[src/design/arq_macros.svh]
`ifndef ARQ_MACROS_SVH
`define ARQ_MACROS_SVH

// Buffer slots, one always left unused
`define ARQ_DEPTH 8

// Field widths
`define ARQ_TAG_W 8
`define ARQ_PAYLOAD_W 16
`define ARQ_AGE_W 8

// Age saturates here
`define ARQ_AGE_MAX 255

// APB register map
`define ARQ_ADDR_PUSH 12'h000
`define ARQ_ADDR_CFG 12'h004
`define ARQ_ADDR_STATUS 12'h008

`endif

[src/design/arq_apb_pkg.sv]
`default_nettype none

`include "arq_macros.svh"

package arq_apb_pkg;

    typedef struct packed {
        logic        psel;
        logic        penable;
        logic        pwrite;
        logic [11:0] paddr;
        logic [31:0] pwdata;
    } apb_req_t;

    typedef struct packed {
        logic        pready;
        logic [31:0] prdata;
        logic        pslverr;
    } apb_rsp_t;

    // Write word as seen at the push address
    typedef struct packed {
        logic [32-`ARQ_TAG_W-`ARQ_PAYLOAD_W-1:0] unused;
        logic [`ARQ_TAG_W-1:0]                   tag;
        logic [`ARQ_PAYLOAD_W-1:0]               payload;
    } apb_wdata_push_t;

    // Write word as seen at the configuration address
    typedef struct packed {
        logic [32-`ARQ_AGE_W-2:0] unused;
        logic [`ARQ_AGE_W-1:0]    threshold;
        logic                     aging_en;
    } apb_wdata_cfg_t;

    typedef union packed {
        apb_wdata_push_t push_view;
        apb_wdata_cfg_t  cfg_view;
    } apb_wdata_u;

    typedef struct packed {
        logic                  aging_en;
        logic [`ARQ_AGE_W-1:0] threshold;
    } arq_cfg_t;

endpackage

`default_nettype wire

[src/design/arq_entry_pkg.sv]
`default_nettype none

`include "arq_macros.svh"

package arq_entry_pkg;

    // What the host asks for
    typedef struct packed {
        logic [`ARQ_TAG_W-1:0]     tag;
        logic [`ARQ_PAYLOAD_W-1:0] payload;
    } arq_req_t;

    // Stored word, age in the low bits
    typedef struct packed {
        arq_req_t              req;
        logic [`ARQ_AGE_W-1:0] age;
    } arq_entry_t;

    // Dispatched word
    typedef struct packed {
        arq_entry_t entry;
        logic       urgent;
    } arq_item_t;

endpackage

`default_nettype wire

[src/design/apb_request_port.sv]
`timescale 1ns/100ps
`default_nettype none

`include "arq_macros.svh"

module apb_request_port (
    input  logic                    clk,
    input  logic                    rst,
    input  arq_apb_pkg::apb_req_t   apb_req,
    output arq_apb_pkg::apb_rsp_t   apb_rsp,
    input  logic                    full,
    input  logic                    empty,
    output logic                    push_valid,
    output arq_entry_pkg::arq_req_t push_req,
    output arq_apb_pkg::arq_cfg_t   cfg
);

    logic                    access;
    logic                    hit_push;
    logic                    hit_cfg;
    logic                    hit_status;
    logic                    refused;
    logic [31:0]             rdata;
    arq_apb_pkg::apb_wdata_u wdata;

    assign access     = apb_req.psel & apb_req.penable;
    assign hit_push   = apb_req.paddr == `ARQ_ADDR_PUSH;
    assign hit_cfg    = apb_req.paddr == `ARQ_ADDR_CFG;
    assign hit_status = apb_req.paddr == `ARQ_ADDR_STATUS;
    assign wdata      = apb_req.pwdata;

    // Push goes out during the access cycle only
    assign push_valid       = access & apb_req.pwrite & hit_push & ~full;
    assign push_req.tag     = wdata.push_view.tag;
    assign push_req.payload = wdata.push_view.payload;

    // Push is write only, status is read only
    always_comb begin
        if (apb_req.pwrite) begin
            refused = hit_push ? full : ~hit_cfg;
        end else begin
            refused = ~(hit_cfg | hit_status);
        end
    end

    always_comb begin
        rdata = '0;
        if (!apb_req.pwrite) begin
            if (hit_cfg) begin
                rdata = 32'({cfg.threshold, cfg.aging_en});
            end else if (hit_status) begin
                rdata = {30'b0, full, empty};
            end
        end
    end

    assign apb_rsp.pready  = access;
    assign apb_rsp.prdata  = rdata;
    assign apb_rsp.pslverr = access & refused;

    always_ff @(posedge clk) begin
        if (rst) begin
            cfg <= '0;
        end else if (access && apb_req.pwrite && hit_cfg) begin
            cfg.aging_en  <= wdata.cfg_view.aging_en;
            cfg.threshold <= wdata.cfg_view.threshold;
        end
    end

    // One push per accepted transfer
    a_push_one_cycle: assert property (
        @(posedge clk) disable iff (rst) push_valid |=> !push_valid
    );

endmodule

`default_nettype wire

[src/design/age_queue.sv]
`timescale 1ns/100ps
`default_nettype none

`include "arq_macros.svh"

module age_queue #(
    parameter int DEPTH = `ARQ_DEPTH
) (
    input  logic                           clk,
    input  logic                           rst,
    input  logic                           push_valid,
    input  arq_entry_pkg::arq_req_t        push_req,
    input  logic                           pop,
    output arq_entry_pkg::arq_entry_t      head,
    output logic                           full,
    output logic                           empty,
    output logic                           push_fire,
    output logic [DEPTH-1:0]               valid_mask,
    output logic [DEPTH*`ARQ_AGE_W-1:0]    old_ages,
    input  logic [DEPTH*`ARQ_AGE_W-1:0]    new_ages,
    input  logic [DEPTH-1:0]               modify_mask
);

    localparam int AW = `ARQ_AGE_W;

    arq_entry_pkg::arq_entry_t mem [DEPTH];
    logic [DEPTH-1:0]          wr_ptr;
    logic [DEPTH-1:0]          rd_ptr;
    logic [DEPTH-1:0]          wr_ptr_nxt;
    logic [DEPTH-1:0]          rd_ptr_nxt;
    logic [DEPTH-1:0]          span;

    assign wr_ptr_nxt = {wr_ptr[DEPTH-2:0], wr_ptr[DEPTH-1]};
    assign rd_ptr_nxt = {rd_ptr[DEPTH-2:0], rd_ptr[DEPTH-1]};

    assign empty     = wr_ptr == rd_ptr;
    assign full      = wr_ptr_nxt == rd_ptr;
    assign push_fire = push_valid & ~full;

    // Slots from read up to write, complemented when the write side has wrapped
    assign span       = (wr_ptr - 1'b1) ^ (rd_ptr - 1'b1);
    assign valid_mask = (wr_ptr >= rd_ptr) ? span : ~span;

    always_comb begin
        head = '0;
        for (int i = 0; i < DEPTH; i++) begin
            if (rd_ptr[i]) begin
                head = mem[i];
            end
        end
    end

    for (genvar g = 0; g < DEPTH; g++) begin : g_ages
        assign old_ages[g*AW +: AW] = mem[g].age;
    end

    always_ff @(posedge clk) begin
        for (int i = 0; i < DEPTH; i++) begin
            if (push_fire && wr_ptr[i]) begin
                mem[i].req <= push_req;
                mem[i].age <= '0;
            end else if (modify_mask[i]) begin
                mem[i].age <= new_ages[i*AW +: AW];
            end
        end
    end

    always_ff @(posedge clk) begin
        if (rst) begin
            wr_ptr <= DEPTH'(1);
            rd_ptr <= DEPTH'(1);
        end else begin
            if (push_fire) begin
                wr_ptr <= wr_ptr_nxt;
            end
            if (pop && !empty) begin
                rd_ptr <= rd_ptr_nxt;
            end
        end
    end

    a_ptrs_onehot: assert property (
        @(posedge clk) disable iff (rst) $onehot(wr_ptr) && $onehot(rd_ptr)
    );

    // Dispatch stage only pops what is there
    a_no_pop_when_empty: assert property (
        @(posedge clk) disable iff (rst) !(pop && empty)
    );

endmodule

`default_nettype wire

[src/design/age_tracker.sv]
`timescale 1ns/100ps
`default_nettype none

`include "arq_macros.svh"

module age_tracker (
    input  logic [`ARQ_DEPTH*`ARQ_AGE_W-1:0] old_ages,
    input  logic [`ARQ_DEPTH-1:0]            valid_mask,
    input  logic                             push_fire,
    input  arq_apb_pkg::arq_cfg_t            cfg,
    output logic [`ARQ_DEPTH*`ARQ_AGE_W-1:0] new_ages,
    output logic [`ARQ_DEPTH-1:0]            modify_mask
);

    localparam int AW = `ARQ_AGE_W;

    logic bump;

    // Every accepted push ages whatever is already waiting
    assign bump = push_fire & cfg.aging_en;

    always_comb begin
        new_ages    = old_ages;
        modify_mask = '0;
        for (int i = 0; i < `ARQ_DEPTH; i++) begin
            if (bump && valid_mask[i] && old_ages[i*AW +: AW] < AW'(`ARQ_AGE_MAX)) begin
                modify_mask[i]      = 1'b1;
                new_ages[i*AW +: AW] = old_ages[i*AW +: AW] + 1'b1;
            end
        end
    end

endmodule

`default_nettype wire

[src/design/dispatch_stage.sv]
`timescale 1ns/100ps
`default_nettype none

module dispatch_stage (
    input  logic                      clk,
    input  logic                      rst,
    input  arq_entry_pkg::arq_entry_t head,
    input  logic                      empty,
    input  arq_apb_pkg::arq_cfg_t     cfg,
    output logic                      pop,
    output logic                      out_valid,
    output arq_entry_pkg::arq_item_t  out_item,
    input  logic                      out_ready
);

    logic load;

    // Register free or draining this cycle
    assign load = !empty && (!out_valid || out_ready);
    assign pop  = load;

    always_ff @(posedge clk) begin
        if (rst) begin
            out_valid <= 1'b0;
        end else if (load) begin
            out_valid <= 1'b1;
        end else if (out_ready) begin
            out_valid <= 1'b0;
        end
    end

    // Age is frozen from here on
    always_ff @(posedge clk) begin
        if (load) begin
            out_item.entry  <= head;
            out_item.urgent <= head.age >= cfg.threshold;
        end
    end

    a_hold_under_backpressure: assert property (
        @(posedge clk) disable iff (rst)
        out_valid && !out_ready |=> out_valid && $stable(out_item)
    );

endmodule

`default_nettype wire

[src/design/aging_request_queue.sv]
`timescale 1ns/100ps
`default_nettype none

`include "arq_macros.svh"

module aging_request_queue (
    input  logic                     clk,
    input  logic                     rst,
    input  arq_apb_pkg::apb_req_t    apb_req,
    output arq_apb_pkg::apb_rsp_t    apb_rsp,
    output logic                     out_valid,
    output arq_entry_pkg::arq_item_t out_item,
    input  logic                     out_ready
);

    logic                              full;
    logic                              empty;
    logic                              push_valid;
    logic                              push_fire;
    logic                              pop;
    arq_entry_pkg::arq_req_t           push_req;
    arq_entry_pkg::arq_entry_t         head;
    arq_apb_pkg::arq_cfg_t             cfg;
    logic [`ARQ_DEPTH-1:0]             valid_mask;
    logic [`ARQ_DEPTH-1:0]             modify_mask;
    logic [`ARQ_DEPTH*`ARQ_AGE_W-1:0]  old_ages;
    logic [`ARQ_DEPTH*`ARQ_AGE_W-1:0]  new_ages;

    apb_request_port u_port (
        .clk        (clk),
        .rst        (rst),
        .apb_req    (apb_req),
        .apb_rsp    (apb_rsp),
        .full       (full),
        .empty      (empty),
        .push_valid (push_valid),
        .push_req   (push_req),
        .cfg        (cfg)
    );

    age_queue #(
        .DEPTH (`ARQ_DEPTH)
    ) u_queue (
        .clk         (clk),
        .rst         (rst),
        .push_valid  (push_valid),
        .push_req    (push_req),
        .pop         (pop),
        .head        (head),
        .full        (full),
        .empty       (empty),
        .push_fire   (push_fire),
        .valid_mask  (valid_mask),
        .old_ages    (old_ages),
        .new_ages    (new_ages),
        .modify_mask (modify_mask)
    );

    age_tracker u_tracker (
        .old_ages    (old_ages),
        .valid_mask  (valid_mask),
        .push_fire   (push_fire),
        .cfg         (cfg),
        .new_ages    (new_ages),
        .modify_mask (modify_mask)
    );

    dispatch_stage u_dispatch (
        .clk       (clk),
        .rst       (rst),
        .head      (head),
        .empty     (empty),
        .cfg       (cfg),
        .pop       (pop),
        .out_valid (out_valid),
        .out_item  (out_item),
        .out_ready (out_ready)
    );

endmodule

`default_nettype wire

[config.mk]
export PLATFORM = sky130hd
export DESIGN_NAME = aging_request_queue
export DESIGN_NICKNAME = d
export VERILOG_FILES = /design/src/design/arq_apb_pkg.sv /design/src/design/arq_entry_pkg.sv /design/src/design/apb_request_port.sv /design/src/design/age_queue.sv /design/src/design/age_tracker.sv /design/src/design/dispatch_stage.sv /design/src/design/aging_request_queue.sv
export VERILOG_INCLUDE_DIRS = /design/src /design/src/design
export SDC_FILE = /design/constraint.sdc
export NUM_CORES = 1
export LEC_CHECK = 0
export BUFFER_PORTS_ARGS = -buffer_cell sky130_fd_sc_hd__buf_4
export CORE_ASPECT_RATIO = 0.6
export CORE_UTILIZATION = 25
export DETAILED_ROUTE_END_ITERATION = 6
export PLACE_DENSITY_LB_ADDON = 0.1
export RECOVER_POWER = 50
export SLEW_MARGIN = 20
export SYNTH_ARGS = -nofsm -noshare
export SYNTH_HDL_FRONTEND = slang
export SYNTH_SLANG_ARGS = --single-unit
[constraint.sdc]
create_clock -name clk -period 9.1 [get_ports clk]
set_clock_uncertainty 0.05 [all_clocks]
set_input_delay 0.91 -clock clk [delete_from_list [all_inputs] [get_ports clk]]
set_output_delay 0.91 -clock clk [all_outputs]
set_load 0.01 [all_outputs]
==> impl_metrics.tcl, run 1 <==
set metrics [dict create \
    ctsHtreeMaxLevel 2 \
    rsz0062_at_grt "no" \
    ios 118 \
    crit_path_end_kind "register" \
    cts.reportedPaths.clkPinSlew_ns 0.07 \
    ys_top_cells_by_count "289 x edfxtp_1, 139 x nor2_1, 110 x o21ai_0, 63 x nand2_1, 50 x a21oi_1" \
    netlist_area_um2 13990 \
    yosys.area_share.simple_pct 10.68 \
    grt_max_degree 54 \
    cts_tree "built" \
    cp_cell_sequence "clkbuf_1 -> xor2_1 -> nor4_1 -> a211oi_1 -> clkbuf_1 -> and2_0 -> clkbuf_1" \
    antenna_found_initial 1 \
    ys_seq_area_share_pct 65.74 \
    min_period_ns 5.795 \
    syn_inst 1136 \
    synth_area_leaders "edfxtp_1 62%, o21ai_0 3.9%, nor2_1 3.7%, dfxtp_1 3.7%, xor2_1 2.5%" \
    async_reset_ff_share_pct 0 \
    synth_seq_cells 315 \
    yosysMostFrequentCell "edfxtp_1" \
    post-dp-hpwl_um 26370 \
    synthAdderAreaFrac_pct 2.325 \
    cp.arrival_ns 5.85 \
    cts_buffers 34 \
    drc 0 \
    viasPerCell 4.520 \
    criticalPathCategory "register to register" \
    synth-xor-area-share_pct 5.016 \
    initial_core_util_pct 25.56 \
    synth_top_family_by_area "compound AO/OA/AOI/OAI gates" \
    yosysTopAreaCellShare_pct 62.02 \
    setup_viol 0 \
    p_per_area_nw_per_um2 256.3 \
    clock_sinks 315 \
    cts_root_buf "clkbuf_16" \
    cts_resized 0 \
    slew_violations 90 \
    core_area_um2 54750 \
    area.growth.synth_to_final_pct 15.70 \
    grt_overflow 0 \
    synth_mux_area_share_pct 1.144 \
    clk_latency_ns 0.53 \
    synthDistinctLibCells 54 \
    maxCapViolCount 3 \
    drtPass1Iterations 5 \
    cp_slowest_cell "clkbuf_1" \
    finalCritPeriodShare_pct 63.68 \
    die-width_um 307.4 \
    synth_compound_area_share_pct 11.06 \
    violations "capacitance limit, slew limit" \
    max-clock-path-buffers 3 \
    cts_hold_buf 0 \
    critPathLaunchType "register" \
    max_slew_margin_pct -33.55 \
    path_max_fanout 38 \
    synth_top_area_cell "edfxtp_1" \
    ir_worst_vdd_mv 0.1315 \
    grt_usage_pct 14.60 \
    fin_nets 1291 \
    place.gp.congestion 0.7702 \
    status "finished with violations" \
    timing.final.ws_setup_ns 3.305 \
    die_h_um 185.3 \
    n_antenna_cell 0 \
    port_buffers 86 \
    hp-class "register to register" \
    critical-path-max-stage-delay_ns 1.43 \
    grt_pass1_wl_um 60400 \
    vias 8986 \
    grt_pass1_vias 8750 \
    drive_gt1_share_pct 8.548 \
    worstMarginPinSlew_ns 2.003 \
    syn-mean-instance-area_um2 12.32 \
    ant_nets 0 \
    num_rows 66 \
    hold_viol_final 0 \
    synth_edf_count 289 \
    cp_common_cell "clkbuf_1" \
    required_ns 9.16 \
    yosys_warnings 0 \
    fmax_mhz 172.6 \
    fin_tns_setup_ns 0 \
    finalWirelength_um 41290 \
    post-cts-setup-buffers 0 \
    dieArea_um2 56960 \
    power_leakage_nw 5.340 \
    synth_ff_type "edfxtp_1" \
    dp_slack_ns 4.577 \
    wl_per_cell_um 20.77 \
    drt_iter0_markers 588 \
]
## layout by cell type, fill, tap and decap left out, types with 4 or more instances in the layout
cell | synthesis | routed
inv_1 | 32 | 29
a221oi_1 | 32 | 32
dfxtp_1 | 26 | 26
xor2_1 | 40 | 40
o21a_1 | 10 | 10
o22ai_1 | 32 | 32
nand3_1 | 38 | 38
and2_1 | 17 | 14
clkinv_1 | 1 | 8
o311ai_0 | 4 | 4
clkbuf_16 | 0 | 35
clkinv_2 | 0 | 5
nor2_2 | 8 | 8
nand4_1 | 12 | 12
mux2i_1 | 16 | 16
xnor2_1 | 35 | 35
nand2_1 | 63 | 62
conb_1 | 1 | 23
nor2_1 | 139 | 138
edfxtp_1 | 289 | 289
and3_1 | 10 | 10
nor4_1 | 7 | 6
nor3_1 | 6 | 6
buf_4 | 24 | 40
clkbuf_1 | 41 | 73
a21oi_1 | 50 | 50
o21ai_0 | 110 | 113
ha_1 | 26 | 26
## power by group
group          internal (mW)  switching (mW)  total, mW  leakage [nW]
Clock                  0.750           0.595       1.35         0.511
Sequential              1.74          0.0460       1.78          2.77
Combinational          0.331           0.691       1.02          2.06
Total                   2.82            1.33       4.15          5.34
## sequential cells by signal (all words and copies together) (netlist names)
| signal | count |
|---|---|
| u_port.cfg | 9 |
| u_dispatch.out_valid | 1 |
| u_queue.mem | 256 |
| u_dispatch.out_item | 33 |
| u_queue.wr_ptr | 8 |
| u_queue.rd_ptr | 8 |
## worst max-delay path: cells and delay by family, from the launching register on
kind	cells	cell delay (ns)
AO/OA/AOI/OAI	1	0.23
buffers and inverters	3	3.42
flip-flops	1	1.11
AND/OR/NAND/NOR	2	0.33
XOR/XNOR	1	0.20
## layout make-up
class | count | area, µm²
clock buffers | 45 | 923.4
well taps | 748 | 935.9
multi-input cells | 725 | 4334
flip-flops and latches | 315 | 9199
clock inverters | 16 | 122.6
inverters | 34 | 127.6
fillers | 5591 | 38560
repair buffers | 105 | 548.0
## layer usage
layer  part of all wire, %  vias up  GRT usage (%)
met5                     0        -              0
met1                    54     4451          23.09
li1                      -     4323              -
met4                   1.4        0          3.025
met2                    40      175          20.21
met3                   4.3       37          2.643
## per-stage QoR
| step | utilization (%) | power [mW] | instance area, µm² | cells | hold slack (ns) |
|---|---|---|---|---|---|
| final | 29.57 | 4.150 | 16190 | 1988 | 0.4990 |
| after global routing | 29.57 | 4.370 | 16190 | 1988 | 0.5203 |
| after CTS | 30.01 | 4.274 | 16430 | 1988 | 0.5082 |
| after detailed placement | 28.10 | 2.910 | 15390 | 1927 | 0.4910 |
| after global placement | 28.10 | 2.912 | 15390 | 1927 | 0.4816 |
| after floorplan | - | 2.428 | 14080 | 1158 | 0.4277 |
## worst paths after layout
check                          from                  to  slack [ns]  cells after the start
setup / recovery  u_queue.rd_ptr[7]  u_queue.mem[1][46]        3.30                      7
hold reg to reg       u_port.cfg[5]       u_port.cfg[5]        0.50                      2
setup reg to reg  u_queue.rd_ptr[7]  u_queue.mem[1][46]        3.30                      7
hold / removal        u_port.cfg[5]       u_port.cfg[5]        0.50                      2
## cells by family after synthesis
group	after synthesis
DFF	315
adders and majority gates	26
xor gates and xnor gates	77
buffers and inverters	118
and+or+nand+nor	324
AOI/OAI and AO/OA	259
other	1
muxes	16
(Power assumes the default switching activity.)
==> inputs of run 2 (changes only) <==
clock period = 4.95 ns   (was 9.1 ns; I/O delays follow)
==> impl_metrics.tcl, run 2 (synthesized netlist as in run 1, its figures left out) <==
set metrics [dict create \
    status "finished with violations" \
    violations "capacitance limit, slew limit" \
    die-width_um 307.4 \
    p_per_area_nw_per_um2 466.7 \
    criticalPathCategory "register to register" \
    drive_gt1_share_pct 8.989 \
    grt_usage_pct 14.48 \
    worstMarginPinSlew_ns 1.822 \
    regMostFlops "u_queue.mem" \
    ir_worst_vdd_mv 0.2180 \
    grt_pass1_wl_um 60390 \
    post-cts-setup-buffers 0 \
    dieArea_um2 56960 \
    cts_buffers 31 \
    grt_pass1_vias 8599 \
    num_rows 66 \
    cts_root_buf "clkbuf_16" \
    seqCellArea_um2 9200 \
    ctsHtreeMaxLevel 1 \
    viasPerCell 4.496 \
    max-clock-path-buffers 3 \
    ios 118 \
    antenna_found_initial 0 \
    die_h_um 185.3 \
    n_antenna_cell 0 \
    cts_resized 0 \
    finalWirelength_um 41170 \
    clk_latency_ns 0.59 \
    fin_nets 1297 \
    final_common_cell "edfxtp_1" \
    hp-class "input pin to register" \
    fillCellCount 5621 \
    wl_per_cell_um 20.64 \
    fin_tns_setup_ns 0 \
    drtPass1Iterations 5 \
    cts.reportedPaths.clkPinSlew_ns 0.07 \
    multi_input_area_um2 4329 \
    fmax_mhz 249.9 \
    ant_nets 0 \
    grt_overflow 0 \
    crit_path_end_kind "register" \
    critPathLaunchType "register" \
    rsz0062_at_grt "no" \
    port_buffers 86 \
    max_slew_margin_pct -21.48 \
    area.growth.synth_to_final_pct 16.01 \
    clock_sinks 315 \
    post-dp-hpwl_um 26780 \
    grt_max_degree 68 \
    cts_tree "built" \
    finalCritPeriodShare_pct 80.83 \
    path_max_fanout 29 \
    cp.arrival_ns 4.12 \
    drt_iter0_markers 601 \
    min_period_ns 4.001 \
    place.gp.congestion 0.7619 \
    required_ns 5.07 \
    core_area_um2 54750 \
    setup_viol 0 \
    hold_viol_final 0 \
    largest_reg_flops 256 \
    slew_violations 50 \
    vias 8965 \
    largest_registers "u_queue.mem (256), u_dispatch.out_item (33), u_port.cfg (9)" \
    maxCapViolCount 2 \
    drc 0 \
    final_cell_mix "289 x edfxtp_1, 138 x nor2_1, 112 x o21ai_0" \
    rrSetupSlack_ns 0.95 \
    power_leakage_nw 5.371 \
    initial_core_util_pct 25.56 \
    cts_hold_buf 0 \
    power.total_mw 7.576 \
]
==> run 2: layout make-up <==
type                    count  share of cell area (%)
clock buffers              43                   5.303
inverters                  34                  0.7861
clock inverters            15                  0.9865
repair buffers            114                   3.823
multi-input cells         725                   26.67
flip-flops and latches    315                   56.67
well taps                 748                   5.765
==> run 2: power by group <==
part,internal (mW),switching (mW),total [mW]
registers,3.19,0.0876,3.28
clock network,1.37,1.07,2.44
logic,0.616,1.25,1.86
==> run 2: stage by stage <==
step	area, µm²	worst slack (ns)	utilization [%]	cells	hold slack [ns]
finish	16230	0.9489	29.65	1994	0.2160
CTS	16480	1.100	30.11	1994	0.05994
global route	16230	0.5881	29.65	1994	0.2111
detailed placement	15460	1.117	28.24	1936	0.4917
floorplan	14080	1.573	-	1158	0.4277
global placement	15460	1.153	28.24	1936	0.4761
==> run 2: worst max-delay path, cell delays in order (launching register included) <==
cell      delay [ns]
dfxtp_1         0.50
buf_4           0.48
xor2_1          0.18
nor4_1          0.11
a211oi_1        0.24
clkbuf_1        0.60
nand2_1         0.15
inv_1           0.08
clkbuf_1        1.18
==> run 2: worst paths after layout <==
| path | to | depth (start not counted) | start |
|---|---|---|---|
| max | u_queue.mem[0][19] | 8 | u_queue.rd_ptr[1] |
| max reg2reg | u_queue.mem[0][19] | 8 | u_queue.rd_ptr[1] |
| min reg2reg | u_port.cfg[1] | 2 | u_port.cfg[1] |
| min | u_queue.mem[1][23] | 1 | apb_req[15] |
==> run 2: metal layers <==
layer,vias up,share of wire [%],wire (µm),global-route usage [%]
li1,4326,-,-,-
met1,4391,56,23130,23.91
met2,210,38,15670,19.31
met3,38,4.4,1810,2.265
met4,0,1.4,562,2.408
met5,-,0,0,0
==> inputs of run 3 (changes only) <==
clock period = 3.3 ns   (was 4.95 ns; I/O delays follow)
==> impl_metrics.tcl, run 3 (synthesized netlist as in run 1, its figures left out) <==
set metrics [dict create \
    largest_registers "u_queue.mem (256), u_dispatch.out_item (33), u_port.cfg (9)" \
    post-dp-hpwl_um 27680 \
    drt_iter0_markers 579 \
    cts_root_buf "clkbuf_16" \
    drc 0 \
    final_cell_mix "289 x edfxtp_1, 137 x nor2_1, 110 x o21ai_0" \
    final_common_cell "edfxtp_1" \
    drtPass1Iterations 4 \
    worstMarginPinSlew_ns 1.096 \
    ir_worst_vdd_mv 0.4881 \
    max_slew_margin_pct 26.76 \
    place_inst 1973 \
    min_period_ns 3.212 \
    antenna_found_initial 1 \
    cp_slowest_cell "a221oi_1" \
    n_antenna_cell 0 \
    clkPwrFrac_pct 32.4 \
    largest_reg_flops 256 \
    cp_num_buf_inv 2 \
    postPlaceCellArea_um2 15750 \
    grt_pass1_wl_um 61110 \
    swShare_pct 31.71 \
    crit_path_end_kind "register" \
    ant_nets 0 \
    p_per_area_nw_per_um2 710.6 \
    cts_tree "built" \
    grt_pass1_vias 8869 \
    power_leakage_nw 5.692 \
    ios 118 \
    hold_viol_final 0 \
    clk_latency_ns 0.54 \
    core_area_um2 54750 \
    finalWirelength_um 41930 \
    internal-power_mw 8.178 \
    viasPerCell 4.477 \
    fin_tns_setup_ns 0 \
    vias 9201 \
    cp.arrival_ns 3.44 \
    initial_core_util_pct 25.56 \
    die_h_um 185.3 \
    port_buffers 86 \
    drive_gt1_share_pct 12.32 \
    post-cts-setup-buffers 0 \
    finalNonFillerCells 2055 \
    critical_path.top_delay_family "compound AO/OA/AOI/OAI gates" \
    criticalPathCategory "register to register" \
    critPathLaunchType "register" \
    regMostFlops "u_queue.mem" \
    slew_violations 0 \
    cp_cell_sequence "or2_2 -> buf_4 -> a221oi_1 -> clkbuf_1 -> o311ai_1 -> o21a_1 -> mux2i_1 -> o21ai_2 -> ha_1 -> o21ai_0 -> a21oi_1 -> o41a_1" \
    hold-worst-slack_ns 0.1233 \
    cts.reportedPaths.clkPinSlew_ns 0.07 \
    wl_per_cell_um 20.41 \
    setup_viol 0 \
    power.total_mw 11.98 \
    fillCellCount 5609 \
    cts_buffers 34 \
    fin_nets 1357 \
    finalCritPeriodShare_pct 97.32 \
    maxCapViolCount 0 \
    grt_max_degree 38 \
    seqPwrFrac_pct 40.6 \
    area.growth.synth_to_final_pct 20.42 \
    clock_sinks 315 \
    critical-path-max-stage-delay_ns 0.36 \
    rsz0062_at_grt "no" \
    netSwitchingPower_mw 3.797 \
    grt_overflow 0 \
    combPwrFrac_pct 27.0 \
    dieArea_um2 56960 \
    grt_usage_pct 14.62 \
    max-clock-path-buffers 3 \
    path_max_fanout 6 \
    die-width_um 307.4 \
    design_area_um2 16850 \
    place.gp.congestion 0.7863 \
    ctsHtreeMaxLevel 2 \
    hp-class "input pin to register" \
    status "completed" \
    required_ns 3.53 \
    fmax_mhz 311.4 \
    num_rows 66 \
]
## run 3: cell count changes in the layout (fill, tap and decap cells not counted), moves of 3 or more
cell	before	now
clkbuf_16	31	36
buf_4	46	81
clkinv_1	4	9
o21ai_2	0	3
clkbuf_1	74	70
dlygate4sd3_1	0	20
## run 3: power groups by stage
| stage | registers [mW] | logic [mW] | clock network, mW |
|---|---|---|---|
| 5_1_grt | 4.88 | 3.54 | 4.17 |
| 3_5_place_dp | 4.95 | 3.36 | 0 |
| 4_1_cts | 4.87 | 3.43 | 4.03 |
| 2_1_floorplan | 5.06 | 1.64 | 0 |
| 6_report | 4.86 | 3.23 | 3.88 |
| 3_3_place_gp | 4.96 | 3.39 | 0 |
## run 3: final timing paths
kind / startpoint / end / slack [ns] / cells after the start
min reg2reg: u_dispatch.out_valid / u_dispatch.out_valid / 0.53 / 2
max reg2reg: u_queue.rd_ptr[3] / u_dispatch.out_item[0] / 0.09 / 12
min: out_ready / u_dispatch.out_valid / 0.12 / 3
max: u_queue.rd_ptr[3] / u_dispatch.out_item[0] / 0.09 / 12
## run 3: layout make-up
cell class / count / area [µm²] / share of cell area, %
Sequential cell: 315 / 9199 / 54.59
Multi-Input combinational cell: 725 / 4375 / 25.97
Timing Repair Buffer: 171 / 1097 / 6.512
Clock buffer: 43 / 947.2 / 5.621
Tap cell: 748 / 935.9 / 5.554
Clock inverter: 19 / 168.9 / 1.002
Inverter: 34 / 127.6 / 0.7573
## run 3: what timing repair did
action	CTS	global route
endpoints found under the hold margin	150	0
endpoints found under the setup margin	1	1
gates resized for setup	4	3
hold buffers	20	0
## run 3: worst min-delay path, cell delays in order
cell,delay [ns]
buf_4,0.07
nand2b_1,0.14
a21oi_1,0.09
## run 3: through the flow
| stage | setup slack (ns) | utilization (%) |
|---|---|---|
| 2_1_floorplan | 0.03735 | - |
| 3_3_place_gp | -0.09190 | 28.77 |
| 3_5_place_dp | -0.04521 | 28.77 |
| 4_1_cts | 0.02841 | 31.22 |
| 5_1_grt | 0.004076 | 30.78 |
| 6_report | 0.08844 | 30.78 |
## run 3: routing by layer
layer,GRT usage (%),share of wire (%)
met1,23.86,56
met2,19.47,39
met3,2.540,4.2
met4,2.866,1.3
met5,0,0
